**src/hw/cdbus_pkg.sv**
```systemverilog
//~~~~~~~~~~~~~~~~~~~~~~~~~~~~~~
// CDBUS shared package: data widths, register map,
// flag positions and the CRC-16/MODBUS step
//~~~~~~~~~~~~~~~~~~~~~~~~~~~~~~
package cdbus_pkg;

    typedef logic [7:0]  byte_t;
    typedef logic [4:0]  csr_addr_t;
    typedef logic [15:0] div_t;
    typedef logic [5:0]  buf_addr_t;
    typedef logic [6:0]  len_t;
    typedef logic [15:0] crc_t;

    localparam csr_addr_t reg_version  = 5'd0;
    localparam csr_addr_t reg_idle_len = 5'd2;
    localparam csr_addr_t reg_div_l    = 5'd3;
    localparam csr_addr_t reg_div_h    = 5'd4;
    localparam csr_addr_t reg_filter   = 5'd5;
    localparam csr_addr_t reg_int_mask = 5'd6;
    localparam csr_addr_t reg_int_flag = 5'd7;
    localparam csr_addr_t reg_rx_data  = 5'd8;
    localparam csr_addr_t reg_tx_data  = 5'd9;
    localparam csr_addr_t reg_rx_ctrl  = 5'd10;
    localparam csr_addr_t reg_tx_ctrl  = 5'd11;
    localparam csr_addr_t reg_rx_len   = 5'd12;

    localparam int flag_bus_idle   = 0;
    localparam int flag_rx_pending = 1;
    localparam int flag_rx_lost    = 2;
    localparam int flag_rx_error   = 3;
    localparam int flag_tx_free    = 4;

    localparam byte_t version_id     = 8'h01;
    localparam crc_t  crc_init       = 16'hffff;
    localparam crc_t  crc_poly       = 16'ha001; // Reflected form of 8005
    localparam byte_t broadcast_addr = 8'hff;
    localparam int    max_payload    = 60;
    localparam div_t  div_reset      = 16'd346; // 115200 baud at 40 MHz
    localparam byte_t idle_len_reset = 8'd10;
    localparam byte_t filter_reset   = 8'h00;

    // One byte of CRC-16/MODBUS, LSB first
    function automatic crc_t crc_update(crc_t crc, byte_t data);
        crc_t c;
        c = crc ^ crc_t'(data);
        for (int i = 0; i < 8; i++) begin
            c = c[0] ? ((c >> 1) ^ crc_poly) : (c >> 1);
        end
        return c;
    endfunction

endpackage

```
**src/hw/cdbus_if.sv**
```systemverilog
//~~~~~~~~~~~~~~~~~~~~~~~~~~~~~~
// CDBUS internal links: configuration, byte handshake, frame buffer
//~~~~~~~~~~~~~~~~~~~~~~~~~~~~~~
interface cfg_if import cdbus_pkg::*; ();
    div_t  div;
    byte_t idle_len;
    byte_t filter;

    modport csr (output div, idle_len, filter);
    modport des (input div, idle_len);
    modport ser (input div);
    modport rxf (input filter);
endinterface

interface byte_if import cdbus_pkg::*; ();
    byte_t data;
    logic  valid;
    logic  ack;
    logic  last;

    modport src (output data, valid, last, input ack);
    modport dst (input data, valid, last, output ack);
endinterface

interface buf_if import cdbus_pkg::*; ();
    byte_t     wr_byte;
    buf_addr_t wr_addr;
    logic      wr_en;
    len_t      wr_len;
    logic      commit;
    buf_addr_t rd_addr;
    byte_t     rd_byte;
    logic      rd_done;
    logic      unread;
    len_t      len;

    modport writer (output wr_byte, wr_addr, wr_en, wr_len, commit, input unread);
    modport reader (output rd_addr, rd_done, input rd_byte, unread, len);
    modport mem (input wr_byte, wr_addr, wr_en, wr_len, commit, rd_addr, rd_done,
                 output rd_byte, unread, len);
endinterface

```
**src/hw/cd_csr.sv**
```systemverilog
//~~~~~~~~~~~~~~~~~~~~~~~~~~~~~~
// CDBUS register block: configuration, flags, irq
// and host access to the tx and rx frame buffers
//~~~~~~~~~~~~~~~~~~~~~~~~~~~~~~
module cd_csr import cdbus_pkg::*; (
    input  logic      clk,
    input  logic      rst_n,
    input  csr_addr_t csr_address,
    input  logic      csr_read,
    input  logic      csr_write,
    input  byte_t     csr_writedata,
    output byte_t     csr_readdata,
    output logic      irq,
    input  logic      bus_idle,
    input  logic      crc_error,
    input  logic      buf_lost,
    cfg_if.csr        cfg,
    buf_if.writer     tx_buf,
    buf_if.reader     rx_buf
);
    div_t      div;
    byte_t     idle_len, filter, int_mask, flags;
    len_t      tx_cnt;
    buf_addr_t rx_ptr;
    logic      rx_lost, rx_error;

    assign cfg.div      = div;
    assign cfg.idle_len = idle_len;
    assign cfg.filter   = filter;

    assign tx_buf.wr_byte = csr_writedata;
    assign tx_buf.wr_addr = tx_cnt[5:0];
    assign tx_buf.wr_len  = tx_cnt;
    assign tx_buf.wr_en   = csr_write && csr_address == reg_tx_data
                            && !tx_buf.unread && !tx_cnt[6]; // Full at 64 bytes
    assign tx_buf.commit  = csr_write && csr_address == reg_tx_ctrl && csr_writedata[0];

    assign rx_buf.rd_addr = rx_ptr;
    assign rx_buf.rd_done = csr_write && csr_address == reg_rx_ctrl && csr_writedata[0];

    always_comb begin
        flags                  = '0;
        flags[flag_bus_idle]   = bus_idle;
        flags[flag_rx_pending] = rx_buf.unread;
        flags[flag_rx_lost]    = rx_lost;
        flags[flag_rx_error]   = rx_error;
        flags[flag_tx_free]    = !tx_buf.unread;
    end

    always_ff @(posedge clk) begin
        if (!rst_n) begin
            div      <= div_reset;
            idle_len <= idle_len_reset;
            filter   <= filter_reset;
            int_mask <= '0;
            tx_cnt   <= '0;
            rx_ptr   <= '0;
            rx_lost  <= 1'b0;
            rx_error <= 1'b0;
            irq      <= 1'b0;
        end else begin
            irq <= |(flags & int_mask);
            if (csr_write) begin
                case (csr_address)
                    reg_idle_len: idle_len  <= csr_writedata;
                    reg_div_l:    div[7:0]  <= csr_writedata;
                    reg_div_h:    div[15:8] <= csr_writedata;
                    reg_filter:   filter    <= csr_writedata;
                    reg_int_mask: int_mask  <= csr_writedata;
                    default: ;
                endcase
            end
            if (tx_buf.wr_en) tx_cnt <= tx_cnt + 1'b1;
            if (tx_buf.commit && !tx_buf.unread) tx_cnt <= '0; // Frame handed to tx path
            if (csr_read && csr_address == reg_rx_data) rx_ptr <= rx_ptr + 1'b1;
            if (rx_buf.rd_done) begin
                rx_ptr   <= '0;
                rx_lost  <= 1'b0;
                rx_error <= 1'b0;
            end
            if (buf_lost) rx_lost <= 1'b1;
            if (crc_error) rx_error <= 1'b1;
        end
    end

    always_ff @(posedge clk) begin
        if (csr_read) begin
            case (csr_address)
                reg_version:  csr_readdata <= version_id;
                reg_idle_len: csr_readdata <= idle_len;
                reg_div_l:    csr_readdata <= div[7:0];
                reg_div_h:    csr_readdata <= div[15:8];
                reg_filter:   csr_readdata <= filter;
                reg_int_mask: csr_readdata <= int_mask;
                reg_int_flag: csr_readdata <= flags;
                reg_rx_data:  csr_readdata <= rx_buf.rd_byte;
                reg_rx_len:   csr_readdata <= byte_t'(rx_buf.len);
                default:      csr_readdata <= '0;
            endcase
        end
    end

endmodule

```
**src/hw/cd_frame_buf.sv**
```systemverilog
//~~~~~~~~~~~~~~~~~~~~~~~~~~~~~~
// CDBUS one-frame buffer with length and unread state
//~~~~~~~~~~~~~~~~~~~~~~~~~~~~~~
module cd_frame_buf import cdbus_pkg::*; (
    input  logic clk,
    input  logic rst_n,
    buf_if.mem   port,
    output logic lost
);
    byte_t mem [64];
    logic  unread;
    len_t  len;

    assign port.unread  = unread;
    assign port.len     = len;
    assign port.rd_byte = mem[port.rd_addr];

    // A held frame is protected from the writer until it is read out
    always_ff @(posedge clk) begin
        if (port.wr_en && !unread) mem[port.wr_addr] <= port.wr_byte;
    end

    always_ff @(posedge clk) begin
        if (!rst_n) begin
            unread <= 1'b0;
            len    <= '0;
            lost   <= 1'b0;
        end else begin
            lost <= 1'b0;
            if (port.commit) begin
                if (unread) begin
                    lost <= 1'b1; // Refused, previous frame still held
                end else begin
                    unread <= 1'b1;
                    len    <= port.wr_len;
                end
            end else if (port.rd_done) begin
                unread <= 1'b0;
            end
        end
    end

endmodule

```
**src/hw/cd_tx_frame.sv**
```systemverilog
//~~~~~~~~~~~~~~~~~~~~~~~~~~~~~~
// CDBUS tx framer: reads the tx buffer in order
// and appends the CRC-16 low and high bytes
//~~~~~~~~~~~~~~~~~~~~~~~~~~~~~~
module cd_tx_frame import cdbus_pkg::*; (
    input  logic  clk,
    input  logic  rst_n,
    buf_if.reader fbuf,
    byte_if.src   ser
);
    len_t idx;
    crc_t crc;
    logic in_data;

    assign in_data = idx < fbuf.len;

    assign fbuf.rd_addr = buf_addr_t'(idx);
    assign fbuf.rd_done = ser.ack && ser.last;

    assign ser.valid = fbuf.unread;
    assign ser.last  = idx == fbuf.len + len_t'(1); // CRC high byte
    assign ser.data  = in_data ? fbuf.rd_byte :
                       (idx == fbuf.len) ? crc[7:0] : crc[15:8];

    always_ff @(posedge clk) begin
        if (!rst_n) begin
            idx <= '0;
            crc <= crc_init;
        end else if (ser.ack) begin
            if (ser.last) begin
                idx <= '0;
                crc <= crc_init;
            end else begin
                idx <= idx + 1'b1;
                if (in_data) crc <= crc_update(crc, fbuf.rd_byte);
            end
        end
    end

endmodule

```
**src/hw/cd_tx_ser.sv**
```systemverilog
//~~~~~~~~~~~~~~~~~~~~~~~~~~~~~~
// CDBUS serializer: UART bits onto tx, tx_en spans the frame
//~~~~~~~~~~~~~~~~~~~~~~~~~~~~~~
module cd_tx_ser import cdbus_pkg::*; (
    input  logic clk,
    input  logic rst_n,
    input  logic bus_idle,
    cfg_if.ser   cfg,
    byte_if.dst  src,
    output logic tx,
    output logic tx_en
);
    typedef enum logic [1:0] {st_idle, st_start, st_data, st_stop} state_t;

    state_t     state;
    div_t       cnt;
    logic [2:0] bit_idx;
    byte_t      shift;
    logic       last_q, bit_end, load;

    assign bit_end = cnt == cfg.div; // Counter runs free, so idle waits for a boundary
    assign load    = bit_end && src.valid &&
                     ((state == st_idle && bus_idle) || (state == st_stop && !last_q));

    always_ff @(posedge clk) begin
        if (!rst_n) begin
            state   <= st_idle;
            cnt     <= '0;
            bit_idx <= '0;
            shift   <= '0;
            last_q  <= 1'b0;
            tx      <= 1'b1;
            tx_en   <= 1'b0;
            src.ack <= 1'b0;
        end else begin
            src.ack <= load;
            cnt     <= bit_end ? '0 : cnt + 1'b1;
            if (load) begin
                state  <= st_start;
                shift  <= src.data;
                last_q <= src.last;
                tx     <= 1'b0;
                tx_en  <= 1'b1;
            end else if (bit_end) begin
                case (state)
                    st_start: begin
                        state   <= st_data;
                        tx      <= shift[0];
                        shift   <= shift >> 1;
                        bit_idx <= '0;
                    end
                    st_data: begin
                        bit_idx <= bit_idx + 1'b1;
                        if (bit_idx == 3'd7) begin
                            state <= st_stop;
                            tx    <= 1'b1;
                        end else begin
                            tx    <= shift[0];
                            shift <= shift >> 1;
                        end
                    end
                    st_stop: begin
                        state <= st_idle; // End of frame
                        tx_en <= 1'b0;
                    end
                    default: ;
                endcase
            end
        end
    end

endmodule

```
**src/hw/cd_rx_des.sv**
```systemverilog
//~~~~~~~~~~~~~~~~~~~~~~~~~~~~~~
// CDBUS deserializer: mid-bit sampling and bus idle detection
//~~~~~~~~~~~~~~~~~~~~~~~~~~~~~~
module cd_rx_des import cdbus_pkg::*; (
    input  logic  clk,
    input  logic  rst_n,
    input  logic  rx,
    cfg_if.des    cfg,
    output byte_t des_byte,
    output logic  des_strobe,
    output logic  bus_idle
);
    typedef enum logic [1:0] {st_idle, st_start, st_data, st_stop} state_t;

    state_t     state;
    logic [1:0] sync;
    div_t       cnt, idle_tick;
    logic [2:0] bit_idx;
    byte_t      shift, idle_cnt;
    logic       rx_s, mid, got;

    assign rx_s     = sync[1];
    assign mid      = (state == st_start) ? cnt == (cfg.div >> 1) : cnt == cfg.div;
    assign bus_idle = idle_cnt >= cfg.idle_len;

    always_ff @(posedge clk) begin
        if (!rst_n) begin
            sync       <= 2'b11;
            state      <= st_idle;
            cnt        <= '0;
            bit_idx    <= '0;
            shift      <= '0;
            got        <= 1'b0;
            des_strobe <= 1'b0;
            idle_tick  <= '0;
            idle_cnt   <= '0;
        end else begin
            sync       <= {sync[0], rx};
            got        <= 1'b0;
            des_strobe <= got;
            cnt        <= (state == st_idle || mid) ? '0 : cnt + 1'b1;
            case (state)
                st_idle:  if (!rx_s) state <= st_start;
                st_start: if (mid) begin
                    state   <= rx_s ? st_idle : st_data; // Glitch if high again
                    bit_idx <= '0;
                end
                st_data:  if (mid) begin
                    shift   <= {rx_s, shift[7:1]};
                    bit_idx <= bit_idx + 1'b1;
                    if (bit_idx == 3'd7) state <= st_stop;
                end
                st_stop:  if (mid) begin
                    got   <= rx_s; // Low stop bit drops the byte
                    state <= st_idle;
                end
                default: ;
            endcase
            if (!rx_s) begin
                idle_tick <= '0;
                idle_cnt  <= '0;
            end else if (idle_tick == cfg.div) begin
                idle_tick <= '0;
                if (idle_cnt < cfg.idle_len) idle_cnt <= idle_cnt + 1'b1;
            end else begin
                idle_tick <= idle_tick + 1'b1;
            end
        end
    end

    always_ff @(posedge clk) begin
        if (got) des_byte <= shift;
    end

endmodule

```
**src/hw/cd_rx_frame.sv**
```systemverilog
//~~~~~~~~~~~~~~~~~~~~~~~~~~~~~~
// CDBUS rx framer: length framing, dst filter and CRC check
//~~~~~~~~~~~~~~~~~~~~~~~~~~~~~~
module cd_rx_frame import cdbus_pkg::*; (
    input  logic  clk,
    input  logic  rst_n,
    input  byte_t des_byte,
    input  logic  des_strobe,
    input  logic  bus_idle,
    cfg_if.rxf    cfg,
    buf_if.writer fbuf,
    output logic  crc_error
);
    len_t  cnt, flen, data_end;
    crc_t  crc;
    byte_t crc_lo;
    logic  keep, hold, idle_q;

    assign data_end = flen + len_t'(3); // Header plus payload

    assign fbuf.wr_byte = des_byte;
    assign fbuf.wr_addr = buf_addr_t'(cnt);
    assign fbuf.wr_en   = des_strobe && !hold && cnt < data_end;
    assign fbuf.wr_len  = data_end;

    always_ff @(posedge clk) begin
        if (!rst_n) begin
            cnt         <= '0;
            flen        <= '0;
            crc         <= crc_init;
            crc_lo      <= '0;
            keep        <= 1'b0;
            hold        <= 1'b0;
            idle_q      <= 1'b0;
            fbuf.commit <= 1'b0;
            crc_error   <= 1'b0;
        end else begin
            idle_q      <= bus_idle;
            fbuf.commit <= 1'b0;
            crc_error   <= 1'b0;
            if (bus_idle && !idle_q) begin
                cnt  <= '0; // Resync on a quiet line
                hold <= 1'b0;
            end else if (des_strobe && !hold) begin
                cnt <= cnt + 1'b1;
                if (cnt < data_end) crc <= crc_update((cnt == '0) ? crc_init : crc, des_byte);
                if (cnt == len_t'(1)) keep <= des_byte == cfg.filter || des_byte == broadcast_addr;
                if (cnt == len_t'(2)) begin
                    flen <= len_t'(des_byte);
                    if (des_byte > max_payload) hold <= 1'b1; // Oversize, wait for idle
                end
                if (cnt == data_end) crc_lo <= des_byte;
                if (cnt == data_end + len_t'(1)) begin
                    cnt <= '0;
                    if ({des_byte, crc_lo} == crc) fbuf.commit <= keep;
                    else crc_error <= keep;
                end
            end
        end
    end

endmodule

```
**src/hw/cdbus.sv**
```systemverilog
//~~~~~~~~~~~~~~~~~~~~~~~~~~~~~~
// CDBUS controller top: register port, tx and rx paths
//~~~~~~~~~~~~~~~~~~~~~~~~~~~~~~
module cdbus import cdbus_pkg::*; (
    input  logic      clk,
    input  logic      rst_n,
    input  csr_addr_t csr_address,
    input  logic      csr_read,
    input  logic      csr_write,
    input  byte_t     csr_writedata,
    output byte_t     csr_readdata,
    output logic      irq,
    input  logic      rx,
    output logic      tx,
    output logic      tx_en
);
    byte_t des_byte;
    logic  des_strobe, bus_idle, crc_error, rx_lost;

    cfg_if  cfg ();
    byte_if tx_bytes ();
    buf_if  tx_buf ();
    buf_if  rx_buf ();

    cd_csr u_csr (
        .clk(clk), .rst_n(rst_n),
        .csr_address(csr_address), .csr_read(csr_read), .csr_write(csr_write),
        .csr_writedata(csr_writedata), .csr_readdata(csr_readdata), .irq(irq),
        .bus_idle(bus_idle), .crc_error(crc_error), .buf_lost(rx_lost),
        .cfg(cfg.csr), .tx_buf(tx_buf.writer), .rx_buf(rx_buf.reader)
    );

    cd_frame_buf u_tx_buf (.clk(clk), .rst_n(rst_n), .port(tx_buf.mem), .lost());
    cd_frame_buf u_rx_buf (.clk(clk), .rst_n(rst_n), .port(rx_buf.mem), .lost(rx_lost));

    cd_tx_frame u_tx_frame (.clk(clk), .rst_n(rst_n), .fbuf(tx_buf.reader), .ser(tx_bytes.src));

    cd_tx_ser u_tx_ser (
        .clk(clk), .rst_n(rst_n), .bus_idle(bus_idle),
        .cfg(cfg.ser), .src(tx_bytes.dst), .tx(tx), .tx_en(tx_en)
    );

    cd_rx_des u_rx_des (
        .clk(clk), .rst_n(rst_n), .rx(rx), .cfg(cfg.des),
        .des_byte(des_byte), .des_strobe(des_strobe), .bus_idle(bus_idle)
    );

    cd_rx_frame u_rx_frame (
        .clk(clk), .rst_n(rst_n), .des_byte(des_byte), .des_strobe(des_strobe),
        .bus_idle(bus_idle), .cfg(cfg.rxf), .fbuf(rx_buf.writer), .crc_error(crc_error)
    );

endmodule

```
**config.mk**
```make
export PLATFORM = sky130hd
export DESIGN_NAME = cdbus
export DESIGN_NICKNAME = d
export VERILOG_FILES = /design/src/hw/cdbus_pkg.sv /design/src/hw/cdbus_if.sv /design/src/hw/cd_csr.sv /design/src/hw/cd_frame_buf.sv /design/src/hw/cd_tx_frame.sv /design/src/hw/cd_tx_ser.sv /design/src/hw/cd_rx_des.sv /design/src/hw/cd_rx_frame.sv /design/src/hw/cdbus.sv
export SDC_FILE = /design/constraint.sdc
export NUM_CORES = 2
export LEC_CHECK = 0
export ABC_AREA = 1
export BUFFER_PORTS_ARGS = -buffer_cell sky130_fd_sc_hd__buf_2
export CAP_MARGIN = 40
export CELL_PAD_IN_SITES_DETAIL_PLACEMENT = 0
export CELL_PAD_IN_SITES_GLOBAL_PLACEMENT = 2
export CORE_MARGIN = 5
export CORE_UTILIZATION = 45
export CTS_CLUSTER_DIAMETER = 60
export CTS_CLUSTER_SIZE = 24
export DETAILED_ROUTE_END_ITERATION = 16
export HOLD_SLACK_MARGIN = 0.1
export PLACE_DENSITY_LB_ADDON = 0.05
export REMOVE_ABC_BUFFERS = 1
export SKIP_LAST_GASP = 1
export SLEW_MARGIN = 20
export SYNTH_ARGS = -nofsm -noshare
export SYNTH_HDL_FRONTEND = slang
export SYNTH_HIERARCHICAL = 1
export SYNTH_SLANG_ARGS = --single-unit
```
**constraint.sdc**
```tcl
create_clock -name clk -period 7.4 [get_ports clk]
set_input_delay 1.48 -clock clk [delete_from_list [all_inputs] [get_ports clk]]
set_output_delay 1.48 -clock clk [all_outputs]
set_load 0.005 [all_outputs]
```
Word-level counts from Yosys, hierarchy flattened
Memory sizes are Yosys's and may differ from the RTL's. A register that Yosys moved wholly into a read port is not among the register bits.
Index checks and enable logic that the tools add are counted.

storage, ports and cells
  word-level logic and storage cells = 280
  register bits after elaboration = 245
  memories = 2
  bits in writable memories = 1024

operators by class
  $lt $le $gt $ge = 5
  eq/ne operators = 40
  bitwise operators = 28
  reductions and logical operators = 80
  add/sub/neg operators = 13
  mux-type cells = 66

memory list
  name          depth  bits a word  rd ports  clocked after Yosys merged registers in  write ports  RTL line            RTL
  u_rx_buf.mem  64     8            1         1                                        1            cd_frame_buf.sv:10  byte_t mem [64];
  u_tx_buf.mem  64     8            1         1                                        1            cd_frame_buf.sv:10

operator list
  kind                                                                   count
  16-bit 2-to-1 mux                                                      19
  8-bit case mux with 9 select lines                                     1
  16-bit equality test                                                   4
  16-bit by 1-bit adder with 16-bit output, second input constant        3
  2-bit NOT with 3-bit output                                            16
  8-bit 2-to-1 mux                                                       5
  7-bit by 1-bit adder with 7-bit output, second input constant          5
  3-bit AND reduction                                                    11
  16-bit by 8-bit XOR with 16-bit output                                 2
  7-bit equality test                                                    4
  2-bit AND reduction                                                    14
  5-bit by 4-bit equality test with 1-bit output, second input constant  5
  6-bit 2-to-1 mux                                                       4
  5-bit by 3-bit equality test with 1-bit output, second input constant  4
  1-bit 2-to-1 mux                                                       20
  1-bit logical AND                                                      19
  2-bit nonzero test                                                     9
  16-bit by 15-bit equality test with 1-bit output                       1
  8-bit case mux with 2 select lines                                     1
  7-bit < comparator                                                     2
  2-bit 2-to-1 mux                                                       7
  7-bit 2-to-1 mux                                                       2
  3-bit case mux with 2 select lines                                     2
  2-bit OR reduction                                                     6
  36 further kinds                                                       66

Longest topological paths before layout
  depth in word-level cells = 19
  gate-level depth with buffers = 28
  gate-level depth less buffers = 24

Modules after synthesis
Netlist, hierarchy kept.

by module, submodules not included
  module                   times used  seq. area each (um2)  cells an instance  area an instance (um2)
  cd_frame_buf (u_rx_buf)  1           15554.9               1838               21408.0
  cd_frame_buf (u_tx_buf)  1           15554.9               1834               21350.5
  cd_rx_des                1           1381.3                517                3617.2
  cd_csr                   1           1361.3                452                3131.8
  cd_rx_frame              1           860.8                 441                3035.4
  cd_tx_ser                1           660.6                 328                2049.5
  cd_tx_frame              1           460.4                 291                1920.6

Worst setup path before layout
No wires, ideal clock.

  path kind = input to register
  start point = input csr_address[2]
  end point = memory u_tx_buf/mem[0][0] in the netlist's numbering (enable)
  setup time = 0.371 ns
  data arrival time = 3.177 ns
  slack = 3.852 ns
  stages = 9
  path through = inv_1 -> nand2_1 -> nor2_2 -> nand3_2 -> inv_2 -> inv_1 -> nor2_1 -> nand4_1 -> nor2_1

on the way
  cells in the longest elaborated chain, start to end = 7

RTL lines
  item                                            RTL line            RTL
  start: declaration                              cdbus.sv:7          input csr_addr_t csr_address,
  5-bit by 4-bit equality test with 1-bit output  cd_csr.sv:34        assign tx_buf.wr_en = csr_write && csr_address == reg_tx_data
  1-bit logical AND                               cd_csr.sv:34
  1-bit logical AND (2 in series)                 cd_csr.sv:35        && !tx_buf.unread && !tx_cnt[6];
  via tx_buf.wr_en                                cdbus_if.sv:28      logic wr_en;
  1-bit logical AND                               cd_frame_buf.sv:20  if (port.wr_en && !unread) mem[port.wr_addr] <= port.wr_byte;
  1-bit 2-to-1 mux                                cd_frame_buf.sv:20
  1-bit 2-to-1 mux (implied by the code)          cd_frame_buf.sv:20
  end: declaration                                cd_frame_buf.sv:10

The timed path passes the listed nets, and every way through them passes these cells.

Worst setup path after layout
  start point = register u_rx_frame.flen[0]
  end point = memory u_rx_buf/mem[6][4] in the netlist's numbering (enable)

on the way
  cells in the longest elaborated chain, start to end = 6

RTL lines
  item                                    RTL line            RTL
  start: declaration                      cd_rx_frame.sv:14   len_t cnt, flen, data_end;
  start signal: assignment                cd_rx_frame.sv:49   flen <= len_t'(des_byte);
  7-bit by 2-bit adder with 7-bit output  cd_rx_frame.sv:19   assign data_end = flen + len_t'(3);
  via rx_buf.wr_len[0]                    cdbus_if.sv:29      len_t wr_len;
  7-bit < comparator                      cd_rx_frame.sv:23   assign fbuf.wr_en = des_strobe && !hold && cnt < data_end;
  1-bit logical AND                       cd_rx_frame.sv:23
  via rx_buf.wr_en                        cdbus_if.sv:28
  1-bit logical AND                       cd_frame_buf.sv:20
  1-bit 2-to-1 mux                        cd_frame_buf.sv:20
  1-bit 2-to-1 mux (implied by the code)  cd_frame_buf.sv:20
  end: declaration                        cd_frame_buf.sv:10

The timed path passes the listed nets, and every way through them passes these cells.

==> qor.txt <==
CTS
----------------------------------------------------------------------------------------------------
Cts hold-fix bufs                                                                                  0
# Post-CTS Setup Buffers                                                                           0
Clk_lat worst skew                                                                           0.74 ns
TritonCTS clock tree                                                                           built
Buffer depth of the longest clock path                                                             3
H-tree depth                                                                                       3
Quantity of gates resized following cts                                                            0
Clock Tree Root                                                                            clkbuf_16
Clock-pin slew reported for the worst setup and hold paths after clock tree synthesis        0.08 ns
Clock Sinks                                                                                     1269
Inserted Clock Buffers                                                                           109

CRITICAL PATH
----------------------------------------------------------------------------------------------------
Kind of end point of the critical path                                                     flip-flop
Worst Path Required                                                                          7.75 ns
Worst r2r path cells                                                                              16
Crit path max fanout                                                                               8
Worst setup path category                                                                 reg -> reg
FF-to-FF setup slack                                                                         3.06 ns
CP Launch Type                                                                             flip-flop
Crit Reg-Reg Startpoint                                                                 u_rx_frame/flen[0]$_SDFFE_PN0P_
Worst EP arrival                                                                             4.70 ns
Reg2Reg Capture Point                                                                   u_rx_buf/mem[6][4]$_DFFE_PP_

FLOORPLAN
----------------------------------------------------------------------------------------------------
Core area                                                                                 125200 um2
Die height                                                                                  364.3 um
Effective utilization at floorplan                                                            45.10%
Die area                                                                                  132700 um2
Die width                                                                                   364.3 um
Count of pins on the block boundary                                                               29
Cell row count                                                                                   130

TIMING
----------------------------------------------------------------------------------------------------
Actual slew at the worst max-slew pin                                                       1.047 ns
Max-Slew Margin vs Limit                                                                      30.20%
Final period demand of the worst path                                                       4.345 ns
Setup repair after global routing missed its margin                                            false
Hold violation total from the final report                                                         0
Clock skew after layout                                                                   0.03313 ns
Final worst path period share                                                                 58.71%
Final setup violating endpoints                                                                    0
Peak Freq                                                                                 0.2302 GHz
Total count of max-transition violations in the final report                                       0
Worst setup slack after layout                                                              3.055 ns

PLACEMENT
----------------------------------------------------------------------------------------------------
Routability Congestion                                                                        0.8100
Worst slack at placement                                                                    2.537 ns
Total half-perimeter wirelength after legalization and detailed placement                  101900 um
Post-Place Cells                                                                                7166
DP Area                                                                                    57760 um2
Count of input and output buffers                                                                 28

SYNTH
----------------------------------------------------------------------------------------------------
Yosys warns                                                                                        6
Average size of a mapped cell                                                              9.912 um2
Syn Std Cell Area                                                                          56490 um2
Cells after Synth                                                                               5699

FINISH
----------------------------------------------------------------------------------------------------
Total number of nets in the final design                                                        5698
Utilization of the core after routing                                                         49.52%
Share of final-layout standard cells stronger than drive strength 1                           7.432%
Non-filler instance count after layout                                                          7383
Fin area                                                                                   62020 um2
Layout overhead on the synthesized area                                                       9.797%
Number of fillers in the final layout                                                          11729
Footprint of the flip-flops and latches                                                    35830 um2
Combined area of the multi-input logic cells                                               17650 um2

GLOBAL ROUTE
----------------------------------------------------------------------------------------------------
Wire length of the first global-routing pass                                               240100 um
Antenna violations before repair                                                                   1
All-layer global routing usage                                                                23.89%
Number of global-route vias before repair                                                      38256
Maximum number of pins on one net before global-route repair                                     215
Sum of overflow across all layers after global routing                                             0

POWER
----------------------------------------------------------------------------------------------------
Total power after layout                                                                   0.01430 W
Power density over the cells                                                            230.6 nW/um2
Power spent charging and discharging nets                                                 0.003385 W
Leak Pwr                                                                                    23.14 nW
Switch share                                                                                  23.67%
Combinational share of power                                                                    1.9%
Clock network fraction of total power                                                          44.4%
Register share of total power                                                                  53.6%
Max VDD drop                                                                               0.2274 mV
Cell internal pwr                                                                          0.01092 W

DETAILED ROUTING
----------------------------------------------------------------------------------------------------
Routed met2 length                                                                          77420 um
Number of nets still failing antenna checks after routing                                          0
Number of iterations in the first detailed-routing pass                                            6
DRC violations left                                                                                0
Detailed-route wire length per cell                                                         21.52 um
Post-detailed-route via-to-cell ratio                                                          5.316
Starting DRT DRC Count                                                                          3241
Total wire length                                                                          158900 um
Top metal layer carrying routed signals                                                         met4
Routed wire length on met3                                                                   6817 um
Post-route met1 wirelength                                                                  71620 um
Via count                                                                                      39250

WORST HOLD PATH
----------------------------------------------------------------------------------------------------
Min-Delay Endpoint                                                                      u_csr/rx_lost$_SDFFE_PN0P_
Launch point of the worst hold path                                                     u_rx_buf/lost$_SDFF_PN0_
Hold crit path type                                                                       reg -> reg
Hold Path Depth                                                                                    2

RUN STATUS
----------------------------------------------------------------------------------------------------
Run status                                                                                 completed

JOB
----------------------------------------------------------------------------------------------------
Number of max-capacitance violations reported                                                      0

worst max-delay path by stage:
stage / start / endpoint / slack [ns] / depth (start not counted)
4_1_cts: u_rx_frame/flen[0]$_SDFFE_PN0P_ / u_rx_buf/mem[30][3]$_DFFE_PP_ / 3.04 / 16
6_report: u_rx_frame/flen[0]$_SDFFE_PN0P_ / u_rx_buf/mem[6][4]$_DFFE_PP_ / 3.06 / 16
2_1_floorplan: u_tx_frame/idx[0]$_SDFFE_PN0P_ / u_tx_frame/crc[0]$_SDFFE_PN1P_ / -1.57 / 21
5_1_grt: u_tx_frame/idx[1]$_SDFFE_PN0P_ / u_tx_frame/crc[0]$_SDFFE_PN1P_ / 2.68 / 23
3_3_place_gp: csr_write / u_tx_buf/mem[52][6]$_DFFE_PP_ / 2.26 / 9
3_5_place_dp: csr_write / u_tx_buf/mem[31][2]$_DFFE_PP_ / 2.54 / 10
metrics by stage:
step                setup TNS (ns)  hold WS (ns)
floorplan                   -29.23        0.3925
global placement                 0        0.4067
detailed placement               0        0.4162
CTS                              0        0.4354
global route                     0        0.4642
finish                           0        0.4339
final cells by class:
cell class                      instances  area share, %
Clock buffer                          119          4.591
Tap cell                             1650          3.329
Timing Repair Buffer                  118          2.086
Multi-Input combinational cell       3855          28.45
Sequential cell                      1269          57.77
Inverter                              282          1.739
Clock inverter                         89          2.023
Antenna cell                            1       0.004035
cells in the final DEF, fill, tap and decap left out, types with 8 or more instances in the layout:
cell type,n
nand2_1,1894
edfxtp_1,1040
nand3_1,1031
nor2_1,370
inv_1,258
dfxtp_1,223
clkbuf_16,111
a21oi_1,108
o21ai_0,84
xor2_1,66
buf_4,55
nand4_1,53
ha_1,45
nor3_1,33
buf_2,28
clkinv_8,25
xnor2_1,24
nand2_2,20
inv_2,19
inv_8,16
o211ai_1,15
inv_12,14
buf_16,14
nor4_1,13
inv_6,12
buf_12,11
nor2_2,11
a211oi_1,9
nor3b_1,8
or2_2,8
sequential cells by signal, indices dropped and copies added, names as in the netlist, 16 cells and up, named ones only:
| signal | count |
|---|---|
| u_rx_des/idle_tick | 16 |
| u_tx_ser/cnt | 16 |
| u_tx_frame/crc | 16 |
| u_rx_buf/mem | 512 |
| u_rx_des/cnt | 16 |
| u_tx_buf/mem | 512 |
| u_rx_frame/crc | 16 |
| u_csr/cfg.div | 16 |
per-layer routing:
layer | vias up | GRT usage, %
li1 | 19229 | -
met1 | 19050 | 33.03
met2 | 823 | 41.01
met3 | 148 | 2.454
met4 | 0 | 5.520
met5 | - | 0
power groups by stage:
| stage | Clock, W | Sequential [W] | Combinational (W) |
|---|---|---|---|
| 6_report | 0.00635 | 0.00767 | 0.000276 |
| 5_1_grt | 0.00681 | 0.00767 | 0.000305 |
| 4_1_cts | 0.00651 | 0.00767 | 0.000280 |
| 3_5_place_dp | 0 | 0.00784 | 0.000279 |
| 3_3_place_gp | 0 | 0.00784 | 0.000265 |
| 2_1_floorplan | 0 | 0.00784 | 0.000111 |
worst max-delay path, cell delays in order (launching register included):
cell      delay [ns]
dfxtp_1         0.39
inv_1           0.14
ha_1            0.26
nand3b_1        0.20
nor2_1          0.12
nand2_1         0.09
xor2_2          0.21
ha_1            0.30
nand2_1         0.09
inv_1           0.04
nand4_1         0.08
o211ai_1        0.08
nor2_1          0.19
nand2_1         0.13
inv_1           0.19
nand2_1         0.57
nor2_1          0.85
Power figures use the tool's default switching activity.
